--- config.mk ---
export PLATFORM = sky130hd
export DESIGN_NAME = sprite_sequencer
export DESIGN_NICKNAME = d
export VERILOG_FILES = /design/src/design/video_pkg.sv /design/src/design/sprite_pkg.sv /design/src/design/sprite_sequencer.sv
export VERILOG_INCLUDE_DIRS = /design/src /design/src/include
export SDC_FILE = /design/constraint.sdc
export NUM_CORES = 1
export LEC_CHECK = 0
export BUFFER_PORTS_ARGS = -buffer_cell sky130_fd_sc_hd__buf_2
export CAP_MARGIN = 10
export CELL_PAD_IN_SITES_DETAIL_PLACEMENT = 1
export CELL_PAD_IN_SITES_GLOBAL_PLACEMENT = 1
export CORE_MARGIN = 2
export CORE_UTILIZATION = 37
export CTS_CLUSTER_DIAMETER = 150
export DETAILED_ROUTE_END_ITERATION = 10
export GPL_TIMING_DRIVEN = 0
export PLACE_DENSITY_LB_ADDON = 0.1
export RECOVER_POWER = 25
export SLEW_MARGIN = 25
export SYNTH_ARGS = -nofsm -noshare
export SYNTH_HDL_FRONTEND = slang
export SYNTH_SLANG_ARGS = --single-unit
--- constraint.sdc ---
create_clock -name clk -period 3.3 [get_ports clk]
set_input_delay 0.165 -clock clk [delete_from_list [all_inputs] [get_ports clk]]
set_output_delay 0.165 -clock clk [all_outputs]
set_load 0.02 [all_outputs]
--- src/include/sprite_macros.svh ---
`ifndef SPRITE_MACROS_SVH
`define SPRITE_MACROS_SVH

// ---------------------------------------------------------------------------
// sprite engine sizing
// ---------------------------------------------------------------------------

// number of sprite descriptors, scanned in index order every line
`define SPRITE_COUNT 16

// sprite index width, follows the descriptor count
`define SPRITE_IDX_W $clog2(`SPRITE_COUNT)

// ---------------------------------------------------------------------------
// display geometry
// ---------------------------------------------------------------------------

`define VIS_LINES 288   // visible lines per frame

// entries per line buffer half, one per visible column
`define LINE_PIXELS 360

`endif

--- src/design/video_pkg.sv ---
`default_nettype none

package video_pkg;

	// -----------------------------------------------------------------------
	// line geometry
	// -----------------------------------------------------------------------

	typedef logic [8:0] vline_t;   // display line number
	typedef logic [8:0] xpos_t;    // pixel column, 0..359 on screen

	// output colour as sent to the video mixer
	typedef logic [5:0] color_t;

	// -----------------------------------------------------------------------
	// line buffer entry
	// -----------------------------------------------------------------------

	// opaque clear means nothing drawn here, mixer shows the layer below
	typedef struct packed
	{
		logic   opaque;   // sprite pixel present
		color_t color;
	} sl_word_t;          // 7 bits

endpackage

`default_nettype wire

--- src/design/sprite_pkg.sv ---
`default_nettype none

package sprite_pkg;

	// word address into external sprite memory
	typedef logic [20:0] mem_addr_t;

	// colour resolution of a sprite
	typedef enum logic [1:0]
	{
		off         = 2'd0,   // sprite disabled
		four_col    = 2'd1,   // 2 bits per pixel, 8 pixels per word
		sixteen_col = 2'd2,   // 4 bits per pixel, 4 pixels per word
		true_col    = 2'd3    // one byte per pixel, 2 pixels per word
	} cres_e;

	// -----------------------------------------------------------------------
	// sprite descriptor, eight host bytes, byte n at bits [8n+7:8n]
	// -----------------------------------------------------------------------
	typedef struct packed
	{
		logic [13:0]       base_addr;     // bytes 7..6, top bits of mem_addr_t
		logic              flip_y;
		logic              flip_x;
		logic [5:0]        pal_sel;       // byte 5 [7:2]
		cres_e             cres;          // byte 5 [1:0]
		logic              rsv_h;
		logic [6:0]        height_lines;  // byte 4, units of 4 lines
		logic              rsv_w;
		logic [6:0]        width_words;   // byte 3, 16-bit words per row
		logic [5:0]        rsv_p;
		video_pkg::vline_t y_pos;         // bytes 2..1
		video_pkg::xpos_t  x_pos;         // bytes 1..0
	} sprite_desc_t;

	// sequencer states
	typedef enum logic [2:0]
	{
		halt,        // idle, line done or nothing to draw
		spr_check,   // cres and visibility test of current sprite
		spr_setup,   // load row address and start column
		word_wait,   // request out, waiting for memory strobe
		pix_out,     // one pixel per cycle into back buffer
		spr_next     // step to next sprite
	} seq_state_e;

endpackage

`default_nettype wire

--- src/design/sprite_sequencer.sv ---
`timescale 1ns/10ps
`default_nettype none

`include "sprite_macros.svh"

module sprite_sequencer
(
	input  logic                       clk,
	input  logic                       arst_n,
	input  logic                       spu_en,
	input  logic                       line_start,
	input  logic                       pre_vline,
	input  sprite_pkg::sprite_desc_t   desc,
	input  logic                       spu_strobe,
	input  sprite_pkg::mem_addr_t      row_addr,
	input  video_pkg::xpos_t           first_x,
	output logic [`SPRITE_IDX_W-1:0]   sprite_idx,
	output logic                       row_load,
	output video_pkg::vline_t          line,
	output logic                       spu_req,
	output sprite_pkg::mem_addr_t      spu_addr,
	output logic                       load_word,
	output logic [2:0]                 slot,
	output logic                       pix_wr,
	output video_pkg::xpos_t           wr_x,
	output sprite_pkg::seq_state_e     state,
	output logic                       back_sel
);
	import video_pkg::*;
	import sprite_pkg::*;

	vline_t     line_nxt;
	logic       line_vis;     // current render line inside the frame
	logic       render_go;
	logic [9:0] y_end;        // first line below the sprite
	logic       spr_hit;
	logic       last_spr;
	logic [2:0] last_slot;
	logic [6:0] word_cnt;     // words left in this row

	// -----------------------------------------------------------------------
	// line counter, advanced at line_start
	// -----------------------------------------------------------------------
	assign line_vis = (line != `VIS_LINES);

	always_comb
	begin
		if (pre_vline)
			line_nxt = '0;          // frame restart
		else if (line_vis)
			line_nxt = line + 9'd1;
		else
			line_nxt = line;        // parked in blanking
	end

	assign render_go = spu_en && (line_nxt != `VIS_LINES);

	// -----------------------------------------------------------------------
	// sprite tests, desc belongs to sprite_idx
	// -----------------------------------------------------------------------
	assign y_end = {1'b0, desc.y_pos} + {1'b0, desc.height_lines, 2'b00};

	assign spr_hit = (desc.cres != off) && (desc.width_words != 7'd0)
		&& (line >= desc.y_pos) && ({1'b0, line} < y_end);

	assign last_spr = (sprite_idx == (`SPRITE_COUNT - 1));

	// slot of the last pixel in a word
	always_comb
	begin
		case (desc.cres)
			four_col:    last_slot = 3'd7;
			sixteen_col: last_slot = 3'd3;
			true_col:    last_slot = 3'd1;
			default:     last_slot = 3'd0;
		endcase
	end

	assign row_load  = (state == spr_check) && spr_hit;   // row_addr latches this
	assign load_word = (state == word_wait) && spu_strobe;
	assign pix_wr    = (state == pix_out);

	// -----------------------------------------------------------------------
	// control FSM
	// -----------------------------------------------------------------------
	always_ff @(posedge clk or negedge arst_n)
	begin
		if (!arst_n)
		begin
			line       <= '0;
			back_sel   <= 1'b0;
			state      <= halt;
			sprite_idx <= '0;
			spu_req    <= 1'b0;
			spu_addr   <= '0;
			slot       <= '0;
			wr_x       <= '0;
			word_cnt   <= '0;
		end
		else if (line_start)
		begin
			// aborts any unfinished sprite
			line       <= line_nxt;
			if (pre_vline || line_vis)
				back_sel <= ~back_sel;   // swap halves
			sprite_idx <= '0;
			spu_req    <= 1'b0;
			state      <= render_go ? spr_check : halt;
		end
		else
		begin
			case (state)
				halt: ;

				spr_check:
				begin
					if (spr_hit)
						state <= spr_setup;
					else
						state <= spr_next;   // off or not on this line
				end

				spr_setup:
				begin
					spu_addr <= row_addr;         // registered last cycle
					wr_x     <= first_x;
					word_cnt <= desc.width_words;
					slot     <= '0;
					spu_req  <= 1'b1;
					state    <= word_wait;
				end

				word_wait:
				begin
					if (spu_strobe)
					begin
						spu_req  <= 1'b0;                  // drop after strobe
						spu_addr <= spu_addr + 21'd1;
						slot     <= '0;
						state    <= pix_out;
					end
				end

				pix_out:
				begin
					wr_x <= desc.flip_x ? wr_x - 9'd1 : wr_x + 9'd1;
					if (slot == last_slot)
					begin
						if (word_cnt == 7'd1)
							state <= spr_next;   // row complete
						else
						begin
							word_cnt <= word_cnt - 7'd1;
							spu_req  <= 1'b1;     // next word
							state    <= word_wait;
						end
					end
					else
						slot <= slot + 3'd1;
				end

				spr_next:
				begin
					if (last_spr)
						state <= halt;   // line rendered
					else
					begin
						sprite_idx <= sprite_idx + 1'b1;
						state      <= spr_check;
					end
				end

				default: state <= halt;
			endcase
		end
	end

endmodule

`default_nettype wire

After elaboration in Yosys (flattened, before gate mapping)
Index checks and enable logic that the tools add are counted.
{"block": "classes", "n_addsub": 8, "n_lt_le_gt_ge": 2, "n_eq_ne": 22, "n_mux": 29, "bitwise": 2, "n_reduce_logical": 23}
{"operator": "one-hot mux 21 bit (2 select lines)", "n": 1}
{"operator": "2-to-1 mux 9 bit", "n": 3}
{"operator": "adder 21 x 1 -> 21 bit (second input constant)", "n": 1}
{"operator": "2-to-1 mux 21 bit", "n": 1}
{"operator": "2-to-1 mux 3 bit", "n": 7}
{"operator": "adder 9 x 1 -> 9 bit (second input constant)", "n": 2}
{"operator": "!= test 9 bit (second input constant)", "n": 2}
{"operator": "one-hot mux 3 bit (3 select lines)", "n": 2}
{"operator": "one-hot mux 3 bit (6 select lines)", "n": 1}
{"operator": "one-hot mux 9 bit (2 select lines)", "n": 1}
{"operator": "2-to-1 mux 7 bit", "n": 2}
{"operator": "one-hot mux 7 bit (2 select lines)", "n": 1}
{"operator": "2-to-1 mux 4 bit", "n": 3}
{"operator": "AND reduction 4 bit", "n": 3}
{"operator": "adder 9 x 9 -> 10 bit", "n": 1}
{"operator": "< comparator 9 x 10 -> 1 bit", "n": 1}
{"operator": "!= test 2 bit (second input constant)", "n": 5}
{"operator": "greater-or-equal comparator 9 bit", "n": 1}
{"operator": "subtractor 9 x 1 -> 9 bit (second input constant)", "n": 1}
{"operator": "nonzero test 2 bit", "n": 4}
{"operator": "== test 7 x 1 -> 1 bit (second input constant)", "n": 1}
{"operator": "nonzero test 7 bit", "n": 1}
{"operator": "subtractor 7 x 1 -> 7 bit (second input constant)", "n": 1}
{"operator": "== test 3 x 2 -> 1 bit (second input constant)", "n": 2}
{"operator": "other kinds (21)", "n": 38}
{"block": "word_totals", "ff_bits": 58, "in_bits": 100}

Longest topological paths before layout
Gate-level depths: netlist of run 1.
{"block": "depth", "word_depth": 7, "mapped_depth": 13, "mapped_depth_nobuf": 13}

Least setup slack after synthesis of run 1
No wires, ideal clock.
{"block": "synth_timing", "path_type": "input to register", "start": "input port desc[11] (netlist name)", "end": "register state[1]", "setup_ps": 80, "arrival_ps": 3007, "t_required_ps": 3220, "setup_slack_ps": 213, "cell_stages": 13, "path_buffers": 0, "path_cell_list": "ha_1 fa_1 a21o_1 a21oi_1 o21bai_1 a21oi_1 xor2_1 ha_1 nor3_1 nand2_1 o311a_1 nor3b_1 a2bb2oi_1"}
{"block": "synth_between", "elab_chain_cells": 6, "word_cells_on_any_way": 8, "cone_classes": "add/sub: 1; order compare: 2; mux: 3; reduce/logical: 2"}
{"item": "start, declared", "line_no": "sprite_sequencer.sv:13", "rtl": "input sprite_pkg::sprite_desc_t desc,"}
{"item": "adder 9 x 9 -> 10 bit / greater-or-equal comparator 9 bit (equally long branches)", "line_no": "sprite_sequencer.sv:61, sprite_sequencer.sv:64"}
{"item": "< comparator 9 x 10 -> 1 bit / logical AND 1 bit (equally long branches)", "line_no": "sprite_sequencer.sv:64", "rtl": "&& (line >= desc.y_pos) && ({1'b0, line} < y_end);"}
{"item": "logical AND 1 bit (*)", "line_no": "sprite_sequencer.sv:64"}
{"item": "2-to-1 mux 3 bit (*)", "line_no": "sprite_sequencer.sv:117", "rtl": "if (spr_hit)"}
{"item": "one-hot mux 3 bit (6 select lines) (*)", "line_no": "sprite_sequencer.sv:112", "rtl": "case (state)"}
{"item": "2-to-1 mux 3 bit (*)", "line_no": "sprite_sequencer.sv:100", "rtl": "else if (line_start)"}
{"item": "end signal, assigned", "line_no": "sprite_sequencer.sv:108", "rtl": "state <= render_go ? spr_check : halt;"}
{"item": "end signal, assigned", "line_no": "sprite_sequencer.sv:118", "rtl": "state <= spr_setup;"}
{"item": "end signal, assigned", "line_no": "sprite_sequencer.sv:120", "rtl": "state <= spr_next;"}
{"item": "end, declared", "line_no": "sprite_sequencer.sv:26", "rtl": "output sprite_pkg::seq_state_e state,"}
Mark *: on every way between the ends. The rest lies on a longest branch, timed or not.
A chain may end at the register's enable or synchronous reset.

Worst setup path after layout of run 1
{"block": "layout_timing", "start": "input port desc[11] (netlist name)", "end": "output port row_load"}
{"block": "layout_between", "elab_chain_cells": 4, "word_cells_on_any_way": 6, "cone_classes": "add/sub: 1; order compare: 2; reduce/logical: 3"}
{"item": "adder 9 x 9 -> 10 bit / greater-or-equal comparator 9 bit (equally long branches)", "line_no": "sprite_sequencer.sv:61, sprite_sequencer.sv:64"}
{"item": "< comparator 9 x 10 -> 1 bit / logical AND 1 bit (equally long branches)", "line_no": "sprite_sequencer.sv:64"}
{"item": "logical AND 1 bit (*)", "line_no": "sprite_sequencer.sv:64"}
{"item": "logical AND 1 bit (*)", "line_no": "sprite_sequencer.sv:79", "rtl": "assign row_load = (state == spr_check) && spr_hit;"}
{"item": "end, declared", "line_no": "sprite_sequencer.sv:18", "rtl": "output logic row_load,"}
Marks and branches as above.

==> impl_metrics.json, run 1 <==
{
  "via_per_inst": 5.601,
  "drv_cap": 0,
  "crit_path_cell_trace": "buf_2, ha_1, fa_1, a21o_1, a21oi_2, o21bai_1, a21oi_1, xor2_1, ha_1, nor3_1, nand2_1, o311a_1, nor3b_2, buf_4",
  "whs_ps": 52.17,
  "hold_path_class": "in2reg",
  "gr-total-overflow": 0,
  "p_seq_share_pct": 34.4,
  "outcome": "finished, violations left",
  "slew_violations": 0,
  "core_area_mm2": 0.01152,
  "post-route-util_pct": 47.47,
  "drive_above_1_share_pct": 22.41,
  "hold_viol": 0,
  "yosysTopAreaCellShare_pct": 32.99,
  "avgSynthCellArea_um2": 8.223,
  "synth_most_common_cell": "a21oi_1",
  "arrival_ps": 2940,
  "ys_ff_latch": 58,
  "crit_path_max_fanout": 3,
  "clk_latency_ps": 340,
  "power.leakage_nw": 2.635,
  "setup_violations": 0,
  "die-area_mm2": 0.01278,
  "antenna_found_initial": 0,
  "ctsLongestPathBuffers": 2,
  "yosysTopAreaCell": "dfrtp_1",
  "instances_no_fill": 808,
  "p_int_mw": 1.942,
  "p_comb_share_pct": 35.9,
  "io_pins": 154,
  "start_util_pct": 38.20,
  "dp_hpwl_mm": 10.68,
  "fin_worst_skew_ps": 6.620,
  "grt_pass1_wl_mm": 23.82,
  "yosysSeqAreaShare_pct": 32.99,
  "place_ws_ps": -7.790,
  "min_period_ps": 3106,
  "area_delta_synth_final_pct": 24.26,
  "drt-initial-drc-count": 223,
  "drt_first_pass_iters": 7,
  "root_buffer": "clkbuf_16",
  "rsz0062_at_grt": "false",
  "start_kind": "input pin",
  "worst_path_largest_cell_delay_ps": 420,
  "finalInstanceArea_mm2": 0.005466,
  "dpl_cell_area_mm2": 0.005179,
  "power_density_mw_per_mm2": 574.9,
  "grt_max_degree": 50,
  "syn_area_mm2": 0.004399,
  "grt_pass1_vias": 4780,
  "setup_tns_ps": 0,
  "final_antenna_net_count": 0,
  "ir_drop_mv": 0.3272,
  "syn_nets": 676,
  "worstSetupPathType": "in2out",
  "violations": "DRC",
  "synth_area_leaders": "dfrtp_1, ha_1, a21oi_1, o21ai_0, inv_1",
  "synth_common_cells": "a21oi_1, dfrtp_1, o21ai_0, ha_1, inv_1",
  "grt_use_total_pct": 23.09,
  "layout_setup_ws_ps": 193.6,
  "post_drt_wl_per_cell_um": 17.56,
  "tightestPinTransition_ps": 1354,
  "crit_required_ps": 3130,
  "ys.flop_type": "dfrtp_1",
  "slew_headroom_pct": 9.707,
  "synth_edf_count": 0,
  "dr_total_vias": 4526,
  "placed_cells": 793,
  "drc": 7,
  "io_buffers": 114,
  "clkPwrFrac_pct": 29.7,
  "numClockSinks": 58,
  "yosysUniqueCellTypes": 59,
  "power.switching_mw": 1.201,
  "synth_cells": 535,
  "switching_share_pct": 38.21,
  "totalPowerFinal_mw": 3.143,
  "post-cts-setup-buffers": 0,
  "gp_congestion": 0.8288,
  "fmax_ghz": 0.3219,
  "yosysWarningCount": 0,
  "critPathSlowestCell": "fa_1",
  "finalWirelength_mm": 14.19,
  "nets": 803,
  "cp_top_family": "compound AO/OA/AOI/OAI gates",
  "h-tree-depth": 3,
  "async_flop_share_pct": 100.0,
  "diodes": 0,
  "clk_pin_slew_ps": 50,
  "post-route-period-util_pct": 94.13,
  "cts_tree": "yes",
  "crit_top_cell": "ha_1",
  "die_h_um": 113.0,
  "rows": 39,
  "numCtsBuffers": 9,
  "crit_buf_inv": 2,
  "crit_path_end_kind": "primary output",
  "die_w_um": 113.0
}
layout make-up:
class | instances | area, um2
Fill cell | 1455 | 6050
Multi-Input combinational cell | 415 | 2714
Sequential cell | 58 | 1451
Timing Repair Buffer | 116 | 586.8
Clock buffer | 11 | 252.7
Tap cell | 143 | 178.9
Inverter | 39 | 146.4
Buffer | 23 | 96.34
Clock inverter | 3 | 40.04
final timing paths:
path	from	endpoint	slack [ps]	cells after the start
worst max-delay path	desc[11]	row_load	190	14
worst min-delay path	row_addr[0]	spu_addr[0]	50	3
worst max register to register	line[8]	state[1]	1070	6
worst min register to register	back_sel	back_sel	480	1
max in group asynchronous	arst_n	spu_addr[9]	1170	3
min in group asynchronous	arst_n	word_cnt[3]	380	2
worst reg2reg max path, delay by kind of cell, from the launching register on:
family,cells,cell delay [ps]
AO/OA/AOI/OAI,4,1200
adder cells (fa/ha/maj),1,330
flip-flops,1,470
AND/OR/NAND/NOR,1,130
per-layer routing:
metal / global-route usage, % / wire, um / vias to the layer above
met5: 0 / 0 / -
met1: 30.96 / 6449 / 2202
met2: 38.12 / 6868 / 112
li1: - / - / 2200
met4: 5.854 / 167 / 0
met3: 4.928 / 699 / 12
state kept, by name (all words and copies together), names as in the netlist:
| register | cells |
|---|---|
| line | 9 |
| word_cnt | 7 |
| state | 3 |
| spu_req | 1 |
| back_sel | 1 |
| sprite_idx | 4 |
| slot | 3 |
| wr_x | 9 |
| spu_addr | 21 |
power by group through the flow:
stage | combinational [mW] | sequential (mW) | clock [mW]
2_1_floorplan | 0.585 | 1.23 | 0
3_3_place_gp | 1.09 | 1.08 | 0
3_5_place_dp | 1.12 | 1.09 | 0
4_1_cts | 1.14 | 1.08 | 0.962
5_1_grt | 1.26 | 1.12 | 0.985
6_report | 1.13 | 1.08 | 0.933
cell usage in the layout, fill, tap and decap left out, types with 6 or more instances in the layout:
cell / synthesis / final
o22ai_1: 20 / 20
clkbuf_16: 0 / 9
a21o_1: 7 / 7
ha_1: 39 / 39
clkbuf_1: 13 / 14
a211oi_1: 6 / 6
nor2_1: 36 / 36
nand2_1: 38 / 38
inv_1: 39 / 39
dfrtp_1: 58 / 58
xnor2_1: 11 / 11
a31oi_1: 7 / 7
nor3_1: 20 / 20
buf_2: 5 / 117
or3_1: 6 / 6
a21oi_1: 66 / 65
nand3_1: 25 / 25
o21ai_0: 40 / 40
xor2_1: 12 / 12
repair_timing:
action                                  4_1_cts  5_1_grt
endpoints found under the setup margin        1        1
pin swaps                                     0        1
gates cloned                                  0        0
gates resized for setup                       1        2
hold endpoints to repair                     58        0
hold buffers                                  1        0
cell families (layout without fill, tap and decap cells):
family / count (synthesis) / after routing / synth area share, %
and+or+nand+nor: 167 / 167 / 19.40
DFF: 58 / 58 / 32.99
buffers and inverters: 62 / 192 / 5.518
xor gates and xnor gates: 23 / 23 / 4.579
adders and majority gates: 41 / 41 / 12.00
muxes: 4 / 4 / 0.9670
AOI/OAI and AO/OA: 180 / 180 / 24.55
Power figures use the tool's default switching activity.
==> inputs of run 2 (changes only) <==
--- a/config.mk
+++ b/config.mk
@@ -6,12 +6,13 @@
 export SDC_FILE = /design/constraint.sdc
 export NUM_CORES = 1
 export LEC_CHECK = 0
+export ABC_AREA = 1
 export BUFFER_PORTS_ARGS = -buffer_cell sky130_fd_sc_hd__buf_2
 export CAP_MARGIN = 10
 export CELL_PAD_IN_SITES_DETAIL_PLACEMENT = 1
 export CELL_PAD_IN_SITES_GLOBAL_PLACEMENT = 1
 export CORE_MARGIN = 2
-export CORE_UTILIZATION = 37
+export CORE_UTILIZATION = 36
 export CTS_CLUSTER_DIAMETER = 150
 export DETAILED_ROUTE_END_ITERATION = 10
 export GPL_TIMING_DRIVEN = 0
==> run 2 against run 1 <==
- flip-flop and latch count did not move
- the flow now finishes without violations
- synthesized cell count rose by 25%
- clock skew rose by 1.8 ps
- worst setup slack improved by 360 ps
- largest cell class unchanged
- combinational power rose by 27%
- cell area rose by 8.2%
- area after synthesis rose by 9.1%
- worst hold slack improved by 26 ps
- first-iteration DRC count fell by 23%
- clock power rose by 8%
==> impl_metrics.json, run 2 <==
{
  "outcome": "completed",
  "die-area_mm2": 0.01428,
  "rsz0062_at_grt": "false",
  "drv_cap": 0,
  "io_pins": 154,
  "synth_most_common_cell": "nand2_1",
  "min_period_ps": 2745,
  "r2r-start": "spu_addr[0]",
  "grt_pass1_wl_mm": 25.65,
  "gp_congestion": 0.8458,
  "yosysTopAreaCell": "dfrtp_1",
  "crit_path_max_fanout": 3,
  "fmax_ghz": 0.3644,
  "synth_edf_count": 0,
  "synth_common_cells": "nand2_1, inv_1, nor2_1, dfrtp_1, o21ai_0",
  "min_from": "row_addr[20]",
  "layout_commonest_cell": "nand2_1",
  "synth_cells": 670,
  "cp-startpoint": "desc[11]",
  "final_antenna_net_count": 0,
  "power_density_mw_per_mm2": 612.7,
  "yosysUniqueCellTypes": 47,
  "yosysWarningCount": 0,
  "drc": 0,
  "async_flop_share_pct": 100.0,
  "r2r_setup_slack_ps": 1330,
  "cts_tree": "yes",
  "post_drt_wl_per_cell_um": 15.64,
  "core_area_mm2": 0.01314,
  "avgSynthCellArea_um2": 7.165,
  "drt_first_pass_iters": 4,
  "r2r_cells": 11,
  "yosysTopAreaCellShare_pct": 30.23,
  "fin_worst_skew_ps": 8.413,
  "start_util_pct": 36.54,
  "grt_pass1_vias": 5288,
  "totalPowerFinal_mw": 3.625,
  "tightestPinTransition_ps": 1236,
  "post-route-period-util_pct": 83.17,
  "hold_end": "spu_addr[20]",
  "slew_headroom_pct": 17.60,
  "area_delta_synth_final_pct": 23.25,
  "die_h_um": 119.5,
  "io_buffers": 114,
  "hold_path_class": "in2reg",
  "r2r-end": "spu_addr[16]",
  "top_register": "spu_addr",
  "clk_pin_slew_ps": 50,
  "setup_tns_ps": 0,
  "clk_latency_ps": 330,
  "setup_violations": 0,
  "rows": 42,
  "slew_violations": 0,
  "grt_use_total_pct": 22.22,
  "hold_viol": 0,
  "drt-initial-drc-count": 172,
  "largest_reg_flops": 21,
  "nets": 938,
  "root_buffer": "clkbuf_16",
  "start_kind": "input pin",
  "reg_top3": "spu_addr x21, line x9, wr_x x9",
  "synth_area_leaders": "dfrtp_1, nand2_1, ha_1, inv_1, o21ai_0",
  "antenna_found_initial": 0,
  "power.leakage_nw": 3.120,
  "worstSetupPathType": "in2out",
  "syn_area_mm2": 0.004801,
  "syn_nets": 811,
  "yosysSeqAreaShare_pct": 30.23,
  "crit_required_ps": 3130,
  "hold_depth": 3,
  "crit_path_end_kind": "primary output",
  "layout_common_cells": "nand2_1, buf_2, inv_1",
  "ys_ff_latch": 58,
  "numCtsBuffers": 9,
  "grt_max_degree": 48,
  "gr-total-overflow": 0,
  "ctsLongestPathBuffers": 2,
  "diodes": 0,
  "numClockSinks": 58,
  "ir_drop_mv": 0.3927,
  "arrival_ps": 2580,
  "whs_ps": 78.24,
  "drive_above_1_share_pct": 22.57,
  "h-tree-depth": 3,
  "finalWirelength_mm": 15.30,
  "via_per_inst": 5.067,
  "dr_total_vias": 4956,
  "ys.flop_type": "dfrtp_1",
  "die_w_um": 119.5,
  "dp_hpwl_mm": 12.05,
  "fillers": 1746
}
-- run 2: timing repair --
| action | in CTS | in global routing |
|---|---|---|
| hold endpoints to repair | 23 | 0 |
| resized for setup | 0 | 0 |
| hold buffers | 1 | 0 |
| buffers inserted | 0 | 0 |
-- run 2: how the worst max path moves through the flow --
stage | slack, ps | to | depth (start not counted)
global route | 340 | row_load | 16
detailed placement | 520 | row_load | 16
floorplan | 1060 | row_load | 14
CTS | 520 | row_load | 16
finish | 560 | row_load | 16
global placement | 600 | row_load | 16
-- run 2: area by class of cell --
class / instances / area, um2 / share of cell area [%]
multi-input combinational: 504 / 2912 / 49.21
timing repair buffer: 116 / 584.3 / 9.875
buffer: 16 / 92.59 / 1.565
sequential: 58 / 1451 / 24.53
tap: 176 / 220.2 / 3.722
clock inverter: 5 / 78.83 / 1.332
inverter: 92 / 345.3 / 5.836
clock buffer: 11 / 232.7 / 3.933
-- run 2: metal layers --
metal / share of wire [%] / up-vias / GRT usage [%]
met5: 0 / - / 0
met4: 1.4 / 0 / 6.103
met3: 4.1 / 16 / 4.071
met2: 50 / 101 / 39.04
met1: 45 / 2372 / 27.85
li1: - / 2467 / -
-- run 2: logic make-up after synthesis --
| group | share of synthesized area [%] |
|---|---|
| flops | 30.23 |
| xor+xnor | 3.831 |
| buf+inv | 9.122 |
| compound gates | 17.72 |
| simple gates | 28.09 |
| fa+ha+maj | 11.00 |
-- run 2: through the flow --
step	worst slack, ps	utilization (%)	instance area, um2	instances
floorplan	1061	-	4801	670
finish	555.4	45.04	5917	978
CTS	523.4	45.24	5943	978
detailed placement	524.7	42.79	5622	961
global placement	600.6	42.56	5592	960
global route	340.5	45.04	5917	978
-- run 2: critical path, cell delays in order --
cell and delay, ps:
buf_2 110, ha_1 220, fa_1 410, nand3_1 90
nand2_1 80, nand2_1 70, nand2_1 60, a21oi_1 160
xor2_1 180, ha_1 280, nand4_1 120, nand2_1 70
nor2_1 170, nand4_1 140, inv_1 100, buf_2 160
-- run 2: where the power goes --
part,internal [mW],total [mW],switching (mW)
Sequential,0.926,1.18,0.254
Combinational,0.531,1.44,0.907
Clock,0.660,1.01,0.346
Total,2.12,3.63,1.51
==> inputs of run 3 (changes only) <==
--- a/config.mk
+++ b/config.mk
@@ -12,7 +12,7 @@
 export CELL_PAD_IN_SITES_DETAIL_PLACEMENT = 1
 export CELL_PAD_IN_SITES_GLOBAL_PLACEMENT = 1
 export CORE_MARGIN = 2
-export CORE_UTILIZATION = 36
+export CORE_UTILIZATION = 33
 export CTS_CLUSTER_DIAMETER = 150
 export DETAILED_ROUTE_END_ITERATION = 10
 export GPL_TIMING_DRIVEN = 0
==> constraint.sdc (replaced) <==
create_clock -name clk -period 2.5 [get_ports clk]
set_input_delay 0.125 -clock clk [delete_from_list [all_inputs] [get_ports clk]]
set_output_delay 0.125 -clock clk [all_outputs]
set_load 0.02 [all_outputs]
==> run 3 against run 2 <==
- clock power grew 34%
- routed wire length up 4.2%
- global-route usage shrank 0.79 points
- largest cell class unchanged
- first-iteration DRC count is 1.2% lower
==> impl_metrics.json, run 3 (synthesis results as in run 2) <==
{
  "layout_commonest_cell": "nand2_1",
  "rows": 44,
  "instances_no_fill": 991,
  "arrival_ps": 2250,
  "fmax_ghz": 0.4216,
  "crit_path_end_kind": "primary output",
  "clkPwrFrac_pct": 27.8,
  "antenna_found_initial": 0,
  "power_density_mw_per_mm2": 803.3,
  "min_period_ps": 2372,
  "h-tree-depth": 3,
  "nets": 943,
  "power.leakage_nw": 3.154,
  "start_util_pct": 33.41,
  "r2r_setup_slack_ps": 430,
  "numClockSinks": 58,
  "drt_first_pass_iters": 5,
  "grt_pass1_wl_mm": 26.95,
  "fin_worst_skew_ps": 5.788,
  "ctsLongestPathBuffers": 2,
  "outcome": "completed",
  "crit_path_max_fanout": 4,
  "grt_use_total_pct": 21.43,
  "post-route-period-util_pct": 94.87,
  "power.switching_mw": 2.050,
  "drv_cap": 0,
  "die_h_um": 124.6,
  "io_pins": 154,
  "p_seq_share_pct": 32.2,
  "post_drt_wl_per_cell_um": 16.09,
  "gp_congestion": 0.7991,
  "slew_headroom_pct": 34.02,
  "crit_required_ps": 2380,
  "gr-total-overflow": 0,
  "clk_latency_ps": 340,
  "p_comb_share_pct": 40.0,
  "reg_top3": "spu_addr x21, line x9, wr_x x9",
  "hold_viol": 0,
  "worst_path_largest_cell_delay_ps": 260,
  "root_buffer": "clkbuf_16",
  "layout_common_cells": "nand2_1, buf_2, inv_1",
  "die_w_um": 124.6,
  "final_antenna_net_count": 0,
  "drt-initial-drc-count": 170,
  "ir_drop_mv": 0.3955,
  "area_delta_synth_final_pct": 26.09,
  "clk_pin_slew_ps": 60,
  "hold_path_class": "in2reg",
  "core_area_mm2": 0.01437,
  "grt_pass1_vias": 5387,
  "slew_violations": 0,
  "largest_reg_flops": 21,
  "tightestPinTransition_ps": 989.8,
  "place_ws_ps": -137.7,
  "crit_path_cell_trace": "buf_2, ha_4, a21oi_1, nand2_1, a31oi_1, xor2_1, ha_1, a21o_1, nand4_1, nand2_1, nor2_2, nand4_1, inv_2, buf_6",
  "die-area_mm2": 0.01553,
  "via_per_inst": 5.063,
  "dp_hpwl_mm": 12.15,
  "grt_max_degree": 47,
  "drc": 0,
  "top_register": "spu_addr",
  "critPathSlowestCell": "ha_4",
  "placed_cells": 969,
  "layout_setup_ws_ps": 128.2,
  "fillers": 1861,
  "start_kind": "input pin",
  "io_buffers": 114,
  "finalWirelength_mm": 15.94,
  "switching_share_pct": 42.16,
  "drive_above_1_share_pct": 24.29,
  "numCtsBuffers": 9,
  "dr_total_vias": 5017,
  "p_int_mw": 2.813,
  "cts_tree": "yes",
  "diodes": 0,
  "worstSetupPathType": "in2out",
  "setup_violations": 0
}
run 3: stage by stage:
step / setup TNS, ps / utilization, % / hold WS [ps] / total power, mW / instance area (um2)
6_report: 0 / 42.13 / 31.50 / 4.863 / 6053
5_1_grt: -42.13 / 42.13 / 51.98 / 5.215 / 6053
4_1_cts: 0 / 41.63 / 27.44 / 4.899 / 5982
3_5_place_dp: -293.8 / 39.19 / 8.083 / 3.500 / 5632
3_3_place_gp: -288.5 / 38.98 / 374.1 / 3.405 / 5602
2_1_floorplan: 0 / - / -170.6 / 2.818 / 4801
run 3: worst paths after layout:
| path | startpoint | to | cells after the start |
|---|---|---|---|
| max | desc[13] | row_load | 14 |
| min | row_addr[20] | spu_addr[20] | 3 |
| max reg2reg | line[8] | state[1] | 13 |
| min reg2reg | back_sel | back_sel | 1 |
| max in group asynchronous | arst_n | spu_addr[7] | 3 |
| min in group asynchronous | arst_n | word_cnt[5] | 2 |
run 3: timing repair:
action,4_1_cts,5_1_grt
resized for setup,5,11
hold endpoints to repair,58,0
hold buffers,1,0
setup buffers,2,3
endpoints found under the setup margin,1,1
pin swaps,4,13
run 3: final cells by class:
| class | count | area, um2 | area share [%] |
|---|---|---|---|
| Tap cell | 184 | 230.2 | 3.803 |
| Sequential cell | 58 | 1451 | 23.98 |
| Timing Repair Buffer | 121 | 663.1 | 10.95 |
| Buffer | 16 | 92.59 | 1.530 |
| Inverter | 92 | 345.3 | 5.705 |
| Clock buffer | 11 | 232.7 | 3.845 |
| Multi-Input combinational cell | 504 | 2959 | 48.88 |
| Clock inverter | 5 | 78.83 | 1.302 |
run 3: critical path, delay by kind of cell:
family,cells,cell delay (ps)
buf+inv,3,350
simple gates,5,540
xor+xnor,1,170
compound gates,3,540
fa+ha+maj,2,520
run 3: power groups by stage:
stage / registers (mW) / clock network (mW) / logic [mW]
2_1_floorplan: 1.78 / 0 / 1.04
3_3_place_gp: 1.56 / 0 / 1.84
3_5_place_dp: 1.58 / 0 / 1.92
4_1_cts: 1.57 / 1.38 / 1.96
5_1_grt: 1.62 / 1.40 / 2.19
6_report: 1.57 / 1.35 / 1.95
run 3: routing by layer:
layer	up-vias	GRT usage [%]	wire length, um
met4	0	7.601	344
met2	94	37.19	7819
met3	20	3.608	666
li1	2475	-	-
met5	-	0	0
met1	2428	26.82	7113
